**src/design/fm_ctrl_pkg.sv**
```systemverilog
/*
 * Shared register map, counter lengths and payload types for the FM timer
 * control block. Modules take it with a wildcard import in their header.
 */
package fm_ctrl_pkg;

    // Timer register map
    localparam logic [7:0] REG_TIMER_A_HI = 8'h24;
    localparam logic [7:0] REG_TIMER_A_LO = 8'h25;
    localparam logic [7:0] REG_TIMER_B    = 8'h26;
    localparam logic [7:0] REG_TIMER_CTL  = 8'h27;

    // Prescaler select registers ignore the data byte
    localparam logic [7:0] REG_DIV6 = 8'h2D;
    localparam logic [7:0] REG_DIV3 = 8'h2E;
    localparam logic [7:0] REG_DIV2 = 8'h2F;

    // External enables per internal enable
    localparam int DIV6_COUNT = 6;
    localparam int DIV3_COUNT = 3;
    localparam int DIV2_COUNT = 2;

    localparam int FRAME_SLOTS = 24;   // Internal enables per frame pulse
    localparam int TIMER_B_DIV = 16;   // Frame pulses per timer B tick
    localparam int BUSY_SLOTS  = 32;   // Internal enables of busy after a data write

    // Counter widths
    localparam int DIV_CNT_W = $clog2(DIV6_COUNT);
    localparam int FRAME_W   = $clog2(FRAME_SLOTS);
    localparam int TB_DIV_W  = $clog2(TIMER_B_DIV);
    localparam int BUSY_W    = $clog2(BUSY_SLOTS);

    typedef enum logic [1:0] {
        DIV6 = 2'd0,
        DIV3 = 2'd1,
        DIV2 = 2'd2
    } div_sel_t;

    typedef logic [9:0] timer_a_t;
    typedef logic [7:0] timer_b_t;

    // Timer setup as held in the register file
    typedef struct packed {
        timer_a_t value_a;
        timer_b_t value_b;
        logic     load_a;
        logic     load_b;
        logic     irq_en_a;
        logic     irq_en_b;
    } timer_cfg_t;

    // Flag clears, one cycle each
    typedef struct packed {
        logic clr_a;
        logic clr_b;
    } timer_clr_t;

    // One register write from the CPU side
    typedef struct packed {
        logic       strobe;
        logic [7:0] addr;
        logic [7:0] data;
    } reg_wr_t;

endpackage

```
**src/design/fm_clkgen.sv**
```systemverilog
/*
 * Prescaler and frame timing. Divides the external enable into the
 * internal enable and derives the timer A and timer B ticks from it.
 */
`timescale 1ns/1ps

module fm_clkgen import fm_ctrl_pkg::*; (
    input  logic     zero,
    input  logic     rst,
    input  logic     cen,
    input  div_sel_t div_sel,
    output logic     clk_en,
    output logic     tick_a,
    output logic     tick_b
);

    logic [DIV_CNT_W-1:0] div_cnt;
    logic [DIV_CNT_W-1:0] div_last;
    div_sel_t             div_sel_q;    // Previous select, to spot a change
    logic                 div_change;
    logic [FRAME_W-1:0]   frame_cnt;
    logic [TB_DIV_W-1:0]  frame_b_cnt;
    logic                 frame_end;

    always_comb begin
        case (div_sel)
            DIV3:    div_last = DIV_CNT_W'(DIV3_COUNT - 1);
            DIV2:    div_last = DIV_CNT_W'(DIV2_COUNT - 1);
            default: div_last = DIV_CNT_W'(DIV6_COUNT - 1);
        endcase
    end

    assign div_change = (div_sel != div_sel_q);

    // Prescaler restarts whenever the select moves
    always_ff @(posedge zero) begin
        if (rst) begin
            div_cnt   <= '0;
            div_sel_q <= DIV6;
        end else begin
            div_sel_q <= div_sel;
            if (div_change) begin
                div_cnt <= '0;
            end else if (cen) begin
                div_cnt <= (div_cnt == div_last) ? '0 : div_cnt + 1'b1;
            end
        end
    end

    assign clk_en    = cen && !div_change && (div_cnt == div_last);
    assign frame_end = clk_en && (frame_cnt == FRAME_W'(FRAME_SLOTS - 1));

    // Frame slots and the 16 frame divider for timer B
    always_ff @(posedge zero) begin
        if (rst) begin
            frame_cnt   <= '0;
            frame_b_cnt <= '0;
            tick_a      <= 1'b0;
            tick_b      <= 1'b0;
        end else begin
            tick_a <= frame_end;
            tick_b <= frame_end && (frame_b_cnt == TB_DIV_W'(TIMER_B_DIV - 1));
            if (clk_en) begin
                frame_cnt <= frame_end ? '0 : frame_cnt + 1'b1;
            end
            if (frame_end) begin
                frame_b_cnt <= frame_b_cnt + 1'b1;   // Wraps at 16
            end
        end
    end

    // Timer B only ever ticks together with timer A
    a_tick_b_with_a: assert property (@(posedge zero) disable iff (rst) tick_b |-> tick_a);

endmodule

```
**src/design/fm_bus.sv**
```systemverilog
/*
 * CPU side of the chip. Decodes address and data writes into register
 * write strobes, runs the busy countdown and returns the status byte.
 */
`timescale 1ns/1ps

module fm_bus import fm_ctrl_pkg::*; (
    input  logic       zero,
    input  logic       rst,
    input  logic [7:0] din,
    input  logic [1:0] addr,
    input  logic       cs_n,
    input  logic       wr_n,
    input  logic       clk_en,
    input  logic       flag_a,
    input  logic       flag_b,
    output reg_wr_t    reg_wr,
    output logic [7:0] dout,
    output logic       irq_n
);

    logic              write;
    logic              data_wr;
    logic [7:0]        addr_q;     // Register address from the last address write
    logic              busy;
    logic [BUSY_W-1:0] busy_cnt;

    assign write   = !cs_n && !wr_n;
    assign data_wr = write && addr[0];

    always_ff @(posedge zero) begin
        if (rst) begin
            addr_q <= '0;
        end else if (write && !addr[0]) begin
            addr_q <= din;
        end
    end

    // Data write goes out in the same cycle
    assign reg_wr = '{strobe: data_wr, addr: addr_q, data: din};

    // Busy countdown in internal enables
    always_ff @(posedge zero) begin
        if (rst) begin
            busy     <= 1'b0;
            busy_cnt <= '0;
        end else if (data_wr) begin
            busy     <= 1'b1;          // Restarts on every data write
            busy_cnt <= '0;
        end else if (busy && clk_en) begin
            if (busy_cnt == BUSY_W'(BUSY_SLOTS - 1)) begin
                busy <= 1'b0;
            end
            busy_cnt <= busy_cnt + 1'b1;
        end
    end

    // Status byte
    always_ff @(posedge zero) begin
        if (rst) begin
            dout <= '0;
        end else begin
            dout <= {busy, 5'b0, flag_b, flag_a};
        end
    end

    assign irq_n = !(flag_a || flag_b);

    a_idle_after_rst: assert property (@(posedge zero) rst |=> !busy);

endmodule

```
**src/design/fm_regs.sv**
```systemverilog
/*
 * Register file for the timer and prescaler registers. Takes the write
 * strobes from the bus and holds the timer setup, flag clears and the
 * prescaler select, all valid one cycle after the write.
 */
`timescale 1ns/1ps

module fm_regs import fm_ctrl_pkg::*; (
    input  logic       zero,
    input  logic       rst,
    input  reg_wr_t    reg_wr,
    output timer_cfg_t cfg,
    output timer_clr_t clr,
    output div_sel_t   div_sel
);

    timer_a_t value_a;
    timer_b_t value_b;
    logic     load_a;
    logic     load_b;
    logic     irq_en_a;
    logic     irq_en_b;

    // Timer periods
    always_ff @(posedge zero) begin
        if (reg_wr.strobe) begin
            case (reg_wr.addr)
                REG_TIMER_A_HI: value_a[9:2] <= reg_wr.data;
                REG_TIMER_A_LO: value_a[1:0] <= reg_wr.data[1:0];
                REG_TIMER_B:    value_b      <= reg_wr.data;
                default: ;
            endcase
        end
    end

    // Control levels, clear strobes and prescaler
    always_ff @(posedge zero) begin
        if (rst) begin
            load_a   <= 1'b0;
            load_b   <= 1'b0;
            irq_en_a <= 1'b0;
            irq_en_b <= 1'b0;
            clr      <= '0;
            div_sel  <= DIV6;
        end else begin
            clr <= '0;   // Strobes last one cycle
            if (reg_wr.strobe) begin
                case (reg_wr.addr)
                    REG_TIMER_CTL: begin
                        load_a    <= reg_wr.data[0];
                        load_b    <= reg_wr.data[1];
                        irq_en_a  <= reg_wr.data[2];
                        irq_en_b  <= reg_wr.data[3];
                        clr.clr_a <= reg_wr.data[4];
                        clr.clr_b <= reg_wr.data[5];
                    end
                    REG_DIV6: div_sel <= DIV6;
                    REG_DIV3: div_sel <= DIV3;
                    REG_DIV2: div_sel <= DIV2;
                    default: ;
                endcase
            end
        end
    end

    assign cfg = '{
        value_a:  value_a,
        value_b:  value_b,
        load_a:   load_a,
        load_b:   load_b,
        irq_en_a: irq_en_a,
        irq_en_b: irq_en_b
    };

    // A clear never stretches past one cycle
    a_clr_single: assert property (@(posedge zero) disable iff (rst) (|clr) |=> !(|clr));

endmodule

```
**src/design/fm_timer.sv**
```systemverilog
/*
 * Reloading up-counter with an overflow flag, used for both FM timers.
 * The count width comes from the count_t type parameter.
 */
`timescale 1ns/1ps

module fm_timer #(
    parameter type count_t = logic [7:0]
) (
    input  logic   zero,
    input  logic   rst,
    input  logic   tick,
    input  count_t value,
    input  logic   load,
    input  logic   irq_en,
    input  logic   clr,
    output logic   flag
);

    count_t cnt;
    logic   running;    // A tick has been seen since load went high
    logic   overflow;

    assign overflow = tick && load && running && (cnt == '1);

    always_ff @(posedge zero) begin
        if (rst) begin
            cnt     <= '0;
            running <= 1'b0;
        end else if (!load) begin
            cnt     <= value;          // Held at the period while stopped
            running <= 1'b0;
        end else if (tick) begin
            running <= 1'b1;
            if (!running || overflow) begin
                cnt <= value;          // First tick after load, or wrap
            end else begin
                cnt <= cnt + count_t'(1);
            end
        end
    end

    always_ff @(posedge zero) begin
        if (rst) begin
            flag <= 1'b0;
        end else if (clr) begin
            flag <= 1'b0;              // Clear wins over overflow
        end else if (overflow && irq_en) begin
            flag <= 1'b1;
        end
    end

    a_flag_needs_irq: assert property (
        @(posedge zero) disable iff (rst) $rose(flag) |-> $past(irq_en)
    );

endmodule

```
**src/design/fm_ctrl_top.sv**
```systemverilog
/*
 * Control side of the FM chip: CPU bus, timer registers, prescaler and
 * the two timers. Drive cen at 1 to run the prescaler from every clock.
 */
`timescale 1ns/1ps

module fm_ctrl_top import fm_ctrl_pkg::*; (
    input  logic       zero,
    input  logic       rst,
    input  logic       cen,
    input  logic [7:0] din,
    input  logic [1:0] addr,
    input  logic       cs_n,
    input  logic       wr_n,
    output logic [7:0] dout,
    output logic       irq_n,
    output logic [7:0] debug_view
);

    reg_wr_t    reg_wr;
    timer_cfg_t cfg;
    timer_clr_t clr;
    div_sel_t   div_sel;
    logic       clk_en;
    logic       tick_a;
    logic       tick_b;
    logic       flag_a;
    logic       flag_b;

    assign debug_view = {4'b0, flag_b, flag_a, div_sel};

    fm_bus u_bus (
        .zero   (zero),
        .rst    (rst),
        .din    (din),
        .addr   (addr),
        .cs_n   (cs_n),
        .wr_n   (wr_n),
        .clk_en (clk_en),
        .flag_a (flag_a),
        .flag_b (flag_b),
        .reg_wr (reg_wr),
        .dout   (dout),
        .irq_n  (irq_n)
    );

    fm_regs u_regs (
        .zero    (zero),
        .rst     (rst),
        .reg_wr  (reg_wr),
        .cfg     (cfg),
        .clr     (clr),
        .div_sel (div_sel)
    );

    fm_clkgen u_clkgen (
        .zero    (zero),
        .rst     (rst),
        .cen     (cen),
        .div_sel (div_sel),
        .clk_en  (clk_en),
        .tick_a  (tick_a),
        .tick_b  (tick_b)
    );

    fm_timer #(.count_t(timer_a_t)) u_timer_a (
        .zero   (zero),
        .rst    (rst),
        .tick   (tick_a),
        .value  (cfg.value_a),
        .load   (cfg.load_a),
        .irq_en (cfg.irq_en_a),
        .clr    (clr.clr_a),
        .flag   (flag_a)
    );

    fm_timer #(.count_t(timer_b_t)) u_timer_b (
        .zero   (zero),
        .rst    (rst),
        .tick   (tick_b),
        .value  (cfg.value_b),
        .load   (cfg.load_b),
        .irq_en (cfg.irq_en_b),
        .clr    (clr.clr_b),
        .flag   (flag_b)
    );

endmodule

```
**config.mk**
```make
export PLATFORM = sky130hd
export DESIGN_NAME = fm_ctrl_top
export DESIGN_NICKNAME = d
export VERILOG_FILES = /design/src/design/fm_ctrl_pkg.sv /design/src/design/fm_clkgen.sv /design/src/design/fm_bus.sv /design/src/design/fm_regs.sv /design/src/design/fm_timer.sv /design/src/design/fm_ctrl_top.sv
export SDC_FILE = /design/constraint.sdc
export NUM_CORES = 1
export LEC_CHECK = 0
export BUFFER_PORTS_ARGS = -buffer_cell sky130_fd_sc_hd__buf_2
export CELL_PAD_IN_SITES_DETAIL_PLACEMENT = 0
export CELL_PAD_IN_SITES_GLOBAL_PLACEMENT = 1
export CORE_UTILIZATION = 49
export DETAILED_ROUTE_END_ITERATION = 6
export PLACE_DENSITY = 0.87
export RECOVER_POWER = 100
export SETUP_SLACK_MARGIN = 0.02
export SYNTH_ARGS = -nofsm -noshare
export SYNTH_HDL_FRONTEND = slang
export SYNTH_SLANG_ARGS = --single-unit
```
**constraint.sdc**
```tcl
create_clock -name zero -period 5.5 [get_ports zero]
set_input_delay 0.275 -clock zero [delete_from_list [all_inputs] [get_ports zero]]
set_output_delay 0.275 -clock zero [all_outputs]
set_load 0.01 [all_outputs]
```
==> results of run 1 <==
-- layout make-up --
class                      count  area, µm²
timing repair buffer          24        100
inverter                       6       22.5
clock inverter                 5       55.1
clock buffer                  11        141
sequential                    81       1800
multi-input combinational    273       1680
fill                         691       3330
tap                           99        124
-- worst max-delay path, cell delays in order, from the launching register on --
cell      delay, ns
dfxtp_1        0.39
ha_1           0.22
nand3_1        0.15
o311ai_0       1.84
and2b_1        0.32
o21ai_0        0.14
a21oi_1        0.09
-- worst min-delay path by stage --
stage / endpoint / slack (ns) / cells after the start
global route: u_regs.value_a[8] / 0.20 / 1
global placement: u_timer_b.flag / 0.38 / 1
CTS: u_regs.value_a[8] / 0.14 / 1
floorplan: u_timer_a.flag / 0.37 / 1
detailed placement: u_timer_a.flag / 0.39 / 1
finish: u_regs.value_a[8] / 0.21 / 1
-- per-layer routing --
layer / track usage / up-vias / share of wire
li1: - / 1389 / -
met1: 0.256 / 1293 / 0.46
met2: 0.324 / 73 / 0.47
met3: 0.0690 / 6 / 0.056
met4: 0.0557 / 0 / 0.010
met5: 0 / - / 0
-- layout by cell type, fill, tap and decap left out, drive strengths merged, types with 4 or more instances in the layout --
cell	count
a21oi	17
a31oi	9
and2	5
and3	7
buf	6
clkbuf	29
conb	9
dfxtp	63
edfxtp	18
ha	8
inv	6
mux2i	19
nand2	25
nand3	19
nand4	6
nor2	36
nor2b	9
nor3	20
nor3b	9
nor4	4
o21ai	22
xnor2	7
xor2	5
-- cell usage after synthesis (2+ instances only) --
cell type  count  area, µm²
clkbuf_1       8       30.0
nand4_1        6       37.5
nor3_2         2       20.0
inv_1          6       22.5
buf_2          4       20.0
nand2_1       25       93.8
a211oi_1       3       22.5
nand3_1       19       95.1
nor2b_1        9       56.3
a32oi_1        2       17.5
nor3_1        18       90.1
buf_6          2       22.5
o21ai_0       22        110
o22ai_1        2       12.5
ha_1           8        100
xor2_1         5       43.8
buf_4         11       82.6
a31oi_1        9       56.3
nor3b_1        9       67.6
nor2_1        36        135
and3_1         7       43.8
nand2b_1       3       18.8
or3b_1         2       17.5
and2_1         3       18.8
o211a_1        3       30.0
clkbuf_2       2       10.0
a21oi_1       17       85.1
a21o_1         2       15.0
edfxtp_1      18        541
dfxtp_1       63       1260
mux2i_1       19        190
nor4_1         4       25.0
xnor2_1        7       61.3
mux2_2         2       22.5
-- metrics by stage --
stage                     hold WS (ns)  area, µm²  setup slack (ns)  instances
after global routing             0.204       3930              1.64        499
after floorplan                  0.373       3700              3.31        388
after global placement           0.380       3780              3.05        483
after CTS                        0.136       3980              3.34        499
final                            0.207       3930              2.13        499
after detailed placement         0.387       3780              2.97        483
-- registers in the layout, summed over array words and instances (netlist names), 2 cells and up --
signal                cells
u_regs.value_b            8
u_bus.dout                3
u_regs.clr                2
u_timer_a.cnt            10
u_clkgen.div_sel_q        2
u_bus.addr_q              8
u_timer_b.cnt             8
u_bus.busy_cnt            5
u_regs.div_sel            2
u_clkgen.div_cnt          3
u_clkgen.frame_b_cnt      4
u_clkgen.frame_cnt        5
u_regs.value_a           10
-- power groups by stage --
stage	Clock [mW]	Combinational (mW)	Sequential [mW]
finish	0.424	0.0380	0.623
global route	0.463	0.0434	0.624
CTS	0.437	0.0393	0.622
detailed placement	0	0.0391	0.636
global placement	0	0.0381	0.636
floorplan	0	0.0300	0.634
-- logic make-up (layout without fill, tap and decap cells) --
family                   count (synthesis)  in the layout  share of synthesized area
multiplexers                            21             21                     0.0580
adder cells (fa/ha/maj)                  8              8                     0.0273
flip-flops                              81             81                      0.491
buffers and inverters                   34             46                     0.0522
other                                    1              9                    0.00102
AO/OA/AOI/OAI                           71             71                      0.126
XOR/XNOR                                12             12                     0.0287
AND/OR/NAND/NOR                        152            152                      0.216
==> run_results.csv, run 1 <==
group,metric,value,unit
timing,slew_viol_final,68,
pwr,switching_share,0.218,
pwr,internal-power,0.848,mW
clock_tree,clockRootBuffer,"clkbuf_8",
hold_path,worstHoldStart,"din[6]",
place,portBuffers,21,
setup_path,cp_max_fo,12,
logic_synthesis,ys_async_sr_fraction,0,
logic_synthesis,ys_seq_elements,81,
clock_tree,ctsHoldBuffers,0,
layout,fin_util,0.541,
timing,max_freq,296,MHz
floorplanning,fp.dieW,88.5,µm
grt,grt_pass1_wl,11900,µm
layout,final_layout_size_suffix_gt1_frac,0.0675,
clock_tree,clk_latency,0.35,ns
detailed_routing,drt_wl_total,7060,µm
logic_synthesis,yosysSeqAreaShare,0.491,
floorplanning,ios,32,
grt,grt_max_degree,55,
pwr,power_frac_clock,0.391,
pwr,p_comb_frac,0.035,
pwr,sequentialPowerShare,0.574,
logic_synthesis,ys.flop_type,"dfxtp_1",
timing,finalSetupViolCount,0,
floorplanning,die-area,7830,µm²
setup_path,r2r_cells,6,
setup_path,startpoint,"u_timer_b.cnt[0]",
setup_path,endpoint,"u_timer_b.cnt[3]",
timing,fin_setup_tns,0,ns
place,gp_congestion,0.819,
setup_path,r2r_end,"u_timer_b.cnt[3]",
pwr,p_leak,1.48,nW
setup_path,critical_path_required,5.62,ns
timing,grt_setup_unrepaired,"no",
setup_path,rr_startpoint,"u_timer_b.cnt[0]",
hold_path,min_path_type,"in2reg",
clock_tree,cts_buffers,9,
clock_tree,htreeDepth,3,
logic_synthesis,synthesis.area_per_instance,9.65,µm²
timing,layout_min_cycle_time,3.37,ns
layout,insertedDiodeCount,0,
setup_path,cp-end-kind,"flip-flop",
pwr,switchingPower,0.237,mW
detailed_routing,num_vias,2761,
status,violations,"capacitance limit, slew limit",
timing,worst_pin_slew,2.44,ns
clock_tree,post-cts-setup-buffers,0,
timing,hold_violations,0,
detailed_routing,routed_via_density,5.53,
grt,grt_remaining_overflow,0,
floorplanning,rows,31,
setup_path,criticalPathCategory,"reg2reg",
grt,grt_pass1_vias,2594,
setup_path,crit_path_start_kind,"flip-flop",
logic_synthesis,synth-edff-count,18,
detailed_routing,drc_errors,0,
floorplanning,initial_core_util,0.505,
floorplanning,core,7250,µm²
logic_synthesis,yosysUniqueCellTypes,56,
logic_synthesis,synth_cells,380,
detailed_routing,wl_per_cell,14.1,µm
detailed_routing,dr.pass1.iters,4,
clock_tree,cts_tree,"yes",
grt,antenna_found_initial,0,
pwr,vdd_drop_max,216,µV
place,dp_hpwl,4870,µm
timing,fin_skew,0.00627,ns
floorplanning,dieHeight,88.5,µm
layout,syn2layout_area_growth,7.06,%
detailed_routing,postRouteAntennaNets,0,
setup_path,rrSetupSlack,2.13,ns
detailed_routing,dr.first_iter.drc_count,186,
setup_path,critPathArrivalTime,3.49,ns
logic_synthesis,synth_warnings,0,
pwr,finalPower,1.08,mW
clock_tree,clk_pin_slew,0.08,ns
grt,grt_usage,0.201,
clock_tree,cts_max_path_buffers,2,
layout,fin_nets,418,
clock_tree,numClockSinks,81,
timing,min_period_over_period,0.613,
flow_run,maxCapViolations,2,
clock_tree,cts_resized,0,
status,status,"finished, violations left",
logic_synthesis,syn_area,3670,µm²
timing,relSlewSlack,-0.630,
pwr,p_per_area,276,nW/µm²
(Power assumes the default switching activity.)
==> run 2, diff against run 1 <==
CORE_UTILIZATION = 41   (was 49)
PLACE_DENSITY = 0.78   (was 0.87)
clock period = 2.75 ns   (was 5.5 ns; I/O delays follow)
==> run_results.csv, run 2 (same netlist as run 1, synthesis figures left out) <==
group,metric,value,unit
layout,syn2layout_area_growth,7.54,%
grt,antenna_found_initial,0,
setup_path,rrSetupSlack,0.48,ns
detailed_routing,num_vias,2757,
clock_tree,cts_buffers,9,
floorplanning,initial_core_util,0.422,
status,violations,"capacitance limit",
floorplanning,dieHeight,96.6,µm
detailed_routing,drt_wl_total,7670,µm
clock_tree,numClockSinks,81,
layout,final_common_cell,"dfxtp_1",
clock_tree,clk_pin_slew,0.09,ns
setup_path,r2r_end,"u_timer_b.cnt[5]",
floorplanning,ios,32,
hold_path,min_path_type,"in2reg",
pwr,vdd_drop_max,331,µV
floorplanning,fp.dieW,96.6,µm
grt,grt_remaining_overflow,0,
setup_path,cp-end-kind,"flip-flop",
clock_tree,cts_resized,0,
layout,stdcell_count,509,
place,portBuffers,21,
clock_tree,post-cts-setup-buffers,0,
timing,min_period_over_period,0.827,
setup_path,rr_startpoint,"u_timer_b.cnt[0]",
detailed_routing,routed_via_density,5.42,
place,gp_congestion,0.820,
floorplanning,die-area,9320,µm²
setup_path,r2r_cells,5,
setup_path,crit_path_start_kind,"flip-flop",
flow_run,maxCapViolations,1,
layout,largestRegisters,"u_regs.value_a (10), u_timer_a.cnt (10)",
pwr,switching_share,0.240,
timing,relSlewSlack,0.0123,
setup_path,critPathArrivalTime,2.53,ns
place,dp_cells,493,
detailed_routing,dr.first_iter.drc_count,166,
setup_path,cpPeakStageDelay,0.84,ns
setup_path,crit_chain,"ha_1, nand3_1, o311ai_2, mux2i_1, a2111oi_0",
detailed_routing,dr.pass1.iters,4,
clock_tree,cts_max_path_buffers,2,
clock_tree,htreeDepth,3,
grt,use_met3,0.0352,
grt,grt_pass1_wl,12300,µm
place,dp_hpwl,5190,µm
grt,grt_use_met1,0.248,
pwr,switchingPower,0.531,mW
timing,slew_viol_final,0,
timing,finalSetupViolCount,0,
layout,fin_nets,419,
pwr,power_frac_clock,0.404,
timing,fin_skew,0.0159,ns
timing,grt_setup_unrepaired,"no",
hold_path,worstHoldStart,"din[7]",
pwr,sequentialPowerShare,0.562,
layout,final_cell_mix,"dfxtp_1 (63), nor2_1 (36), nand2_1 (25)",
status,status,"finished, violations left",
setup_path,slowest_stage,"o311ai_2",
hold_path,min_to,"u_regs.value_b[7]",
pwr,p_leak,1.48,nW
pwr,p_per_area,562,nW/µm²
layout,insertedDiodeCount,0,
grt,busiest_layer,"met2",
timing,layout_min_cycle_time,2.27,ns
clock_tree,clockRootBuffer,"clkbuf_8",
detailed_routing,drc_errors,0,
detailed_routing,wl_per_cell,15.1,µm
setup_path,cp_max_fo,12,
timing,hold_violations,0,
grt,grt_usage,0.175,
grt,grt_max_degree,54,
clock_tree,cts_tree,"yes",
pwr,internal-power,1.68,mW
timing,holdWs,0.0904,ns
hold_path,hold_depth,1,
clock_tree,ctsHoldBuffers,0,
setup_path,critical_path_required,3.00,ns
timing,worst_pin_slew,1.47,ns
grt,grt_pass1_vias,2435,
timing,fin_setup_tns,0,ns
layout,final_layout_size_suffix_gt1_frac,0.0599,
floorplanning,core,8680,µm²
pwr,p_comb_frac,0.034,
grt,grt_use_met2,0.266,
floorplanning,rows,34,
timing,max_freq,440,MHz
clock_tree,clk_latency,0.36,ns
detailed_routing,postRouteAntennaNets,0,
setup_path,criticalPathCategory,"reg2reg",
-- run 2: cell types whose count changed in the layout (fill, tap and decap cells not counted), moves of 2 or more --
| cell | previous run | this run |
|---|---|---|
| clkbuf_1 | 19 | 22 |
| buf_2 | 5 | 3 |
| clkinv_2 | 2 | 0 |
| inv_6 | 0 | 3 |
-- run 2: through the flow --
stage	total power, mW	setup WS (ns)	instance area (µm²)	utilization
2_1_floorplan	1.33	0.695	3700	-
3_3_place_gp	1.35	0.725	3800	0.438
3_5_place_dp	1.35	0.665	3800	0.438
4_1_cts	2.24	0.642	4000	0.461
5_1_grt	2.30	0.250	3940	0.454
6_report	2.22	0.475	3940	0.454
-- run 2: worst max path at each step --
stage                                    endpoint  cells after the start               from  slack, ns
final                            u_timer_b.cnt[5]                      5   u_timer_b.cnt[0]       0.48
after global placement    u_clkgen.frame_b_cnt[2]                      7  u_regs.div_sel[1]       0.73
after global routing             u_timer_b.cnt[5]                      5   u_timer_b.cnt[0]       0.25
after detailed placement  u_clkgen.frame_b_cnt[2]                      7  u_regs.div_sel[1]       0.66
after CTS                 u_clkgen.frame_b_cnt[2]                      7  u_regs.div_sel[1]       0.64
after floorplan                 u_regs.value_b[0]                      4               wr_n       0.70
-- run 2: layer usage --
metal	share of wire	routed length [µm]	vias up
met3	0.037	281	8
met5	0	0	-
met1	0.50	3820	1301
met2	0.45	3480	58
li1	-	-	1390
met4	0.012	89	0
-- run 2: critical path, delay by kind of cell, from the launching register on --
family                   cells  cell delay [ns]
AO/OA/AOI/OAI                2             1.22
flip-flops                   1             0.39
adder cells (fa/ha/maj)      1             0.23
AND/OR/NAND/NOR              1             0.18
multiplexers                 1             0.15
-- run 2: final cells by class --
type                       instances  area (µm²)
clock buffer                      10         128
sequential                        81        1800
inverter                           6        22.5
timing repair buffer              25         101
multi-input combinational        273        1680
fill                             866        4740
clock inverter                     6        72.6
tap                              108         135
-- run 2: power by group through the flow --
stage	Clock [mW]	Sequential [mW]	Combinational, mW
after floorplan	0	1.27	0.0600
after global placement	0	1.27	0.0772
after detailed placement	0	1.27	0.0790
after CTS	0.912	1.25	0.0792
after global routing	0.962	1.25	0.0858
final	0.895	1.25	0.0758
==> run 3, diff against run 2 <==
clock period = 2 ns   (was 2.75 ns; I/O delays follow)
==> run_results.csv, run 3 (same netlist as run 1, synthesis figures left out) <==
group,metric,value,unit
floorplanning,core,8680,µm²
grt,grt_remaining_overflow,0,
floorplanning,ios,32,
layout,stdcell_count,534,
setup_path,critPathArrivalTime,2.10,ns
setup_path,crit_path_start_kind,"flip-flop",
grt,grt_pass1_vias,2551,
floorplanning,fp.dieW,96.6,µm
layout,fin_util,0.478,
detailed_routing,top_layer_used,"met4",
detailed_routing,routed_via_density,5.27,
setup_path,cp-end-kind,"flip-flop",
detailed_routing,wl_met2,3730,µm
flow_run,maxCapViolations,0,
timing,min_period_over_period,0.927,
timing,slew_viol_final,0,
timing,fin_ws,0.147,ns
floorplanning,die-area,9320,µm²
timing,max_freq,540,MHz
floorplanning,rows,34,
detailed_routing,wl_per_cell,14.6,µm
setup_path,criticalPathCategory,"reg2reg",
layout,fin_nets,444,
clock_tree,cts_buffers,9,
hold_path,min_path_type,"in2reg",
clock_tree,cts_max_path_buffers,2,
clock_tree,clockRootBuffer,"clkbuf_8",
layout,final_common_cell,"dfxtp_1",
clock_tree,clk_latency,0.36,ns
place,dp_slack,0.145,ns
detailed_routing,num_vias,2815,
detailed_routing,postRouteAntennaNets,0,
timing,layout_min_cycle_time,1.85,ns
timing,fin_setup_tns,0,ns
detailed_routing,met3_length,206,µm
place,gp_congestion,0.793,
place,portBuffers,21,
timing,hold_violations,0,
grt,antenna_found_initial,0,
layout,syn2layout_area_growth,13.1,%
detailed_routing,dr.first_iter.drc_count,136,
layout,insertedDiodeCount,0,
grt,grt_pass1_wl,12800,µm
clock_tree,htreeDepth,3,
grt,grt_max_degree,43,
detailed_routing,wl_met1,3730,µm
timing,holdWs,0.0769,ns
layout,n_fill_cell,860,
timing,finalSetupViolCount,0,
clock_tree,numClockSinks,81,
detailed_routing,drt_wl_total,7810,µm
pwr,p_leak,1.59,nW
layout,final_cell_mix,"dfxtp_1 (63), nor2_1 (36), nand2_1 (25)",
timing,worst_pin_slew,0.720,ns
grt,grt_usage,0.186,
setup_path,critical_path_required,2.25,ns
clock_tree,cts_tree,"yes",
status,status,"complete, no violations",
layout,final_layout_size_suffix_gt1_frac,0.0986,
setup_path,cp_max_fo,4,
place,dp_cells,511,
pwr,vdd_drop_max,507,µV
timing,fin_skew,0.0112,ns
floorplanning,initial_core_util,0.422,
timing,grt_setup_unrepaired,"no",
pwr,p_per_area,731,nW/µm²
layout,largestRegisters,"u_regs.value_a (10), u_timer_a.cnt (10)",
detailed_routing,dr.pass1.iters,4,
clock_tree,clk_pin_slew,0.09,ns
detailed_routing,drc_errors,0,
floorplanning,dieHeight,96.6,µm
place,dp_hpwl,5490,µm
timing,relSlewSlack,0.519,
-- run 3: cell types whose count changed in the layout (fill, tap and decap cells not counted), sizes merged --
cell         before  now
buf               4   17
dlygate4sd3       0    7
clkbuf           31   37
clkinv            1    0
clkinvlp          1    2
inv               9    8
-- run 3: worst paths after layout --
check / startpoint / to / slack, ns / cells after the start
worst max register to register: u_timer_b.cnt[1] / u_timer_b.cnt[5] / 0.15 / 6
worst min-delay path: cen / u_clkgen.div_cnt[0] / 0.08 / 3
worst min register to register: u_regs.clr[1] / u_timer_a.flag / 0.41 / 1
worst max-delay path: u_timer_b.cnt[1] / u_timer_b.cnt[5] / 0.15 / 6
-- run 3: timing repair --
action | CTS | global route
resized for setup | 0 | 1
hold buffers | 6 | 1
hold endpoints to repair | 12 | 1
setup buffers | 0 | 0
setup endpoints to repair | 0 | 1
-- run 3: layout make-up --
| cell class | count | area [µm²] | share of cell area |
|---|---|---|---|
| repair buffers | 50 | 288 | 0.0694 |
| clock buffers | 11 | 131 | 0.0317 |
| multi-input cells | 273 | 1700 | 0.411 |
| inverters | 6 | 22.5 | 0.00543 |
| clock inverters | 5 | 62.6 | 0.0151 |
| flip-flops and latches | 81 | 1800 | 0.435 |
| well taps | 108 | 135 | 0.0326 |
-- run 3: layer usage --
layer,vias to the layer above,global-route usage
met5,-,0
met4,0,0.0772
met3,11,0.0266
met2,49,0.305
met1,1321,0.245
li1,1434,-
-- run 3: worst max-delay path, stage by stage, from the launching register on --
cell	delay, ns
dfxtp_1	0.38
ha_1	0.23
nand3_1	0.17
o311ai_4	0.32
clkbuf_2	0.21
mux2i_1	0.08
a2111oi_0	0.36
-- run 3: report_power, final --
part / internal, mW / total, mW / switching (mW)
registers: 1.69 / 1.71 / 0.0221
logic: 0.0479 / 0.122 / 0.0745
clock network: 0.587 / 1.20 / 0.608
-- run 3: stage by stage --
step	cell area [µm²]	total power, mW
floorplan	3700	1.83
global placement	3940	1.86
detailed placement	3940	1.86
CTS	4190	3.06
global route	4150	3.15
finish	4150	3.03
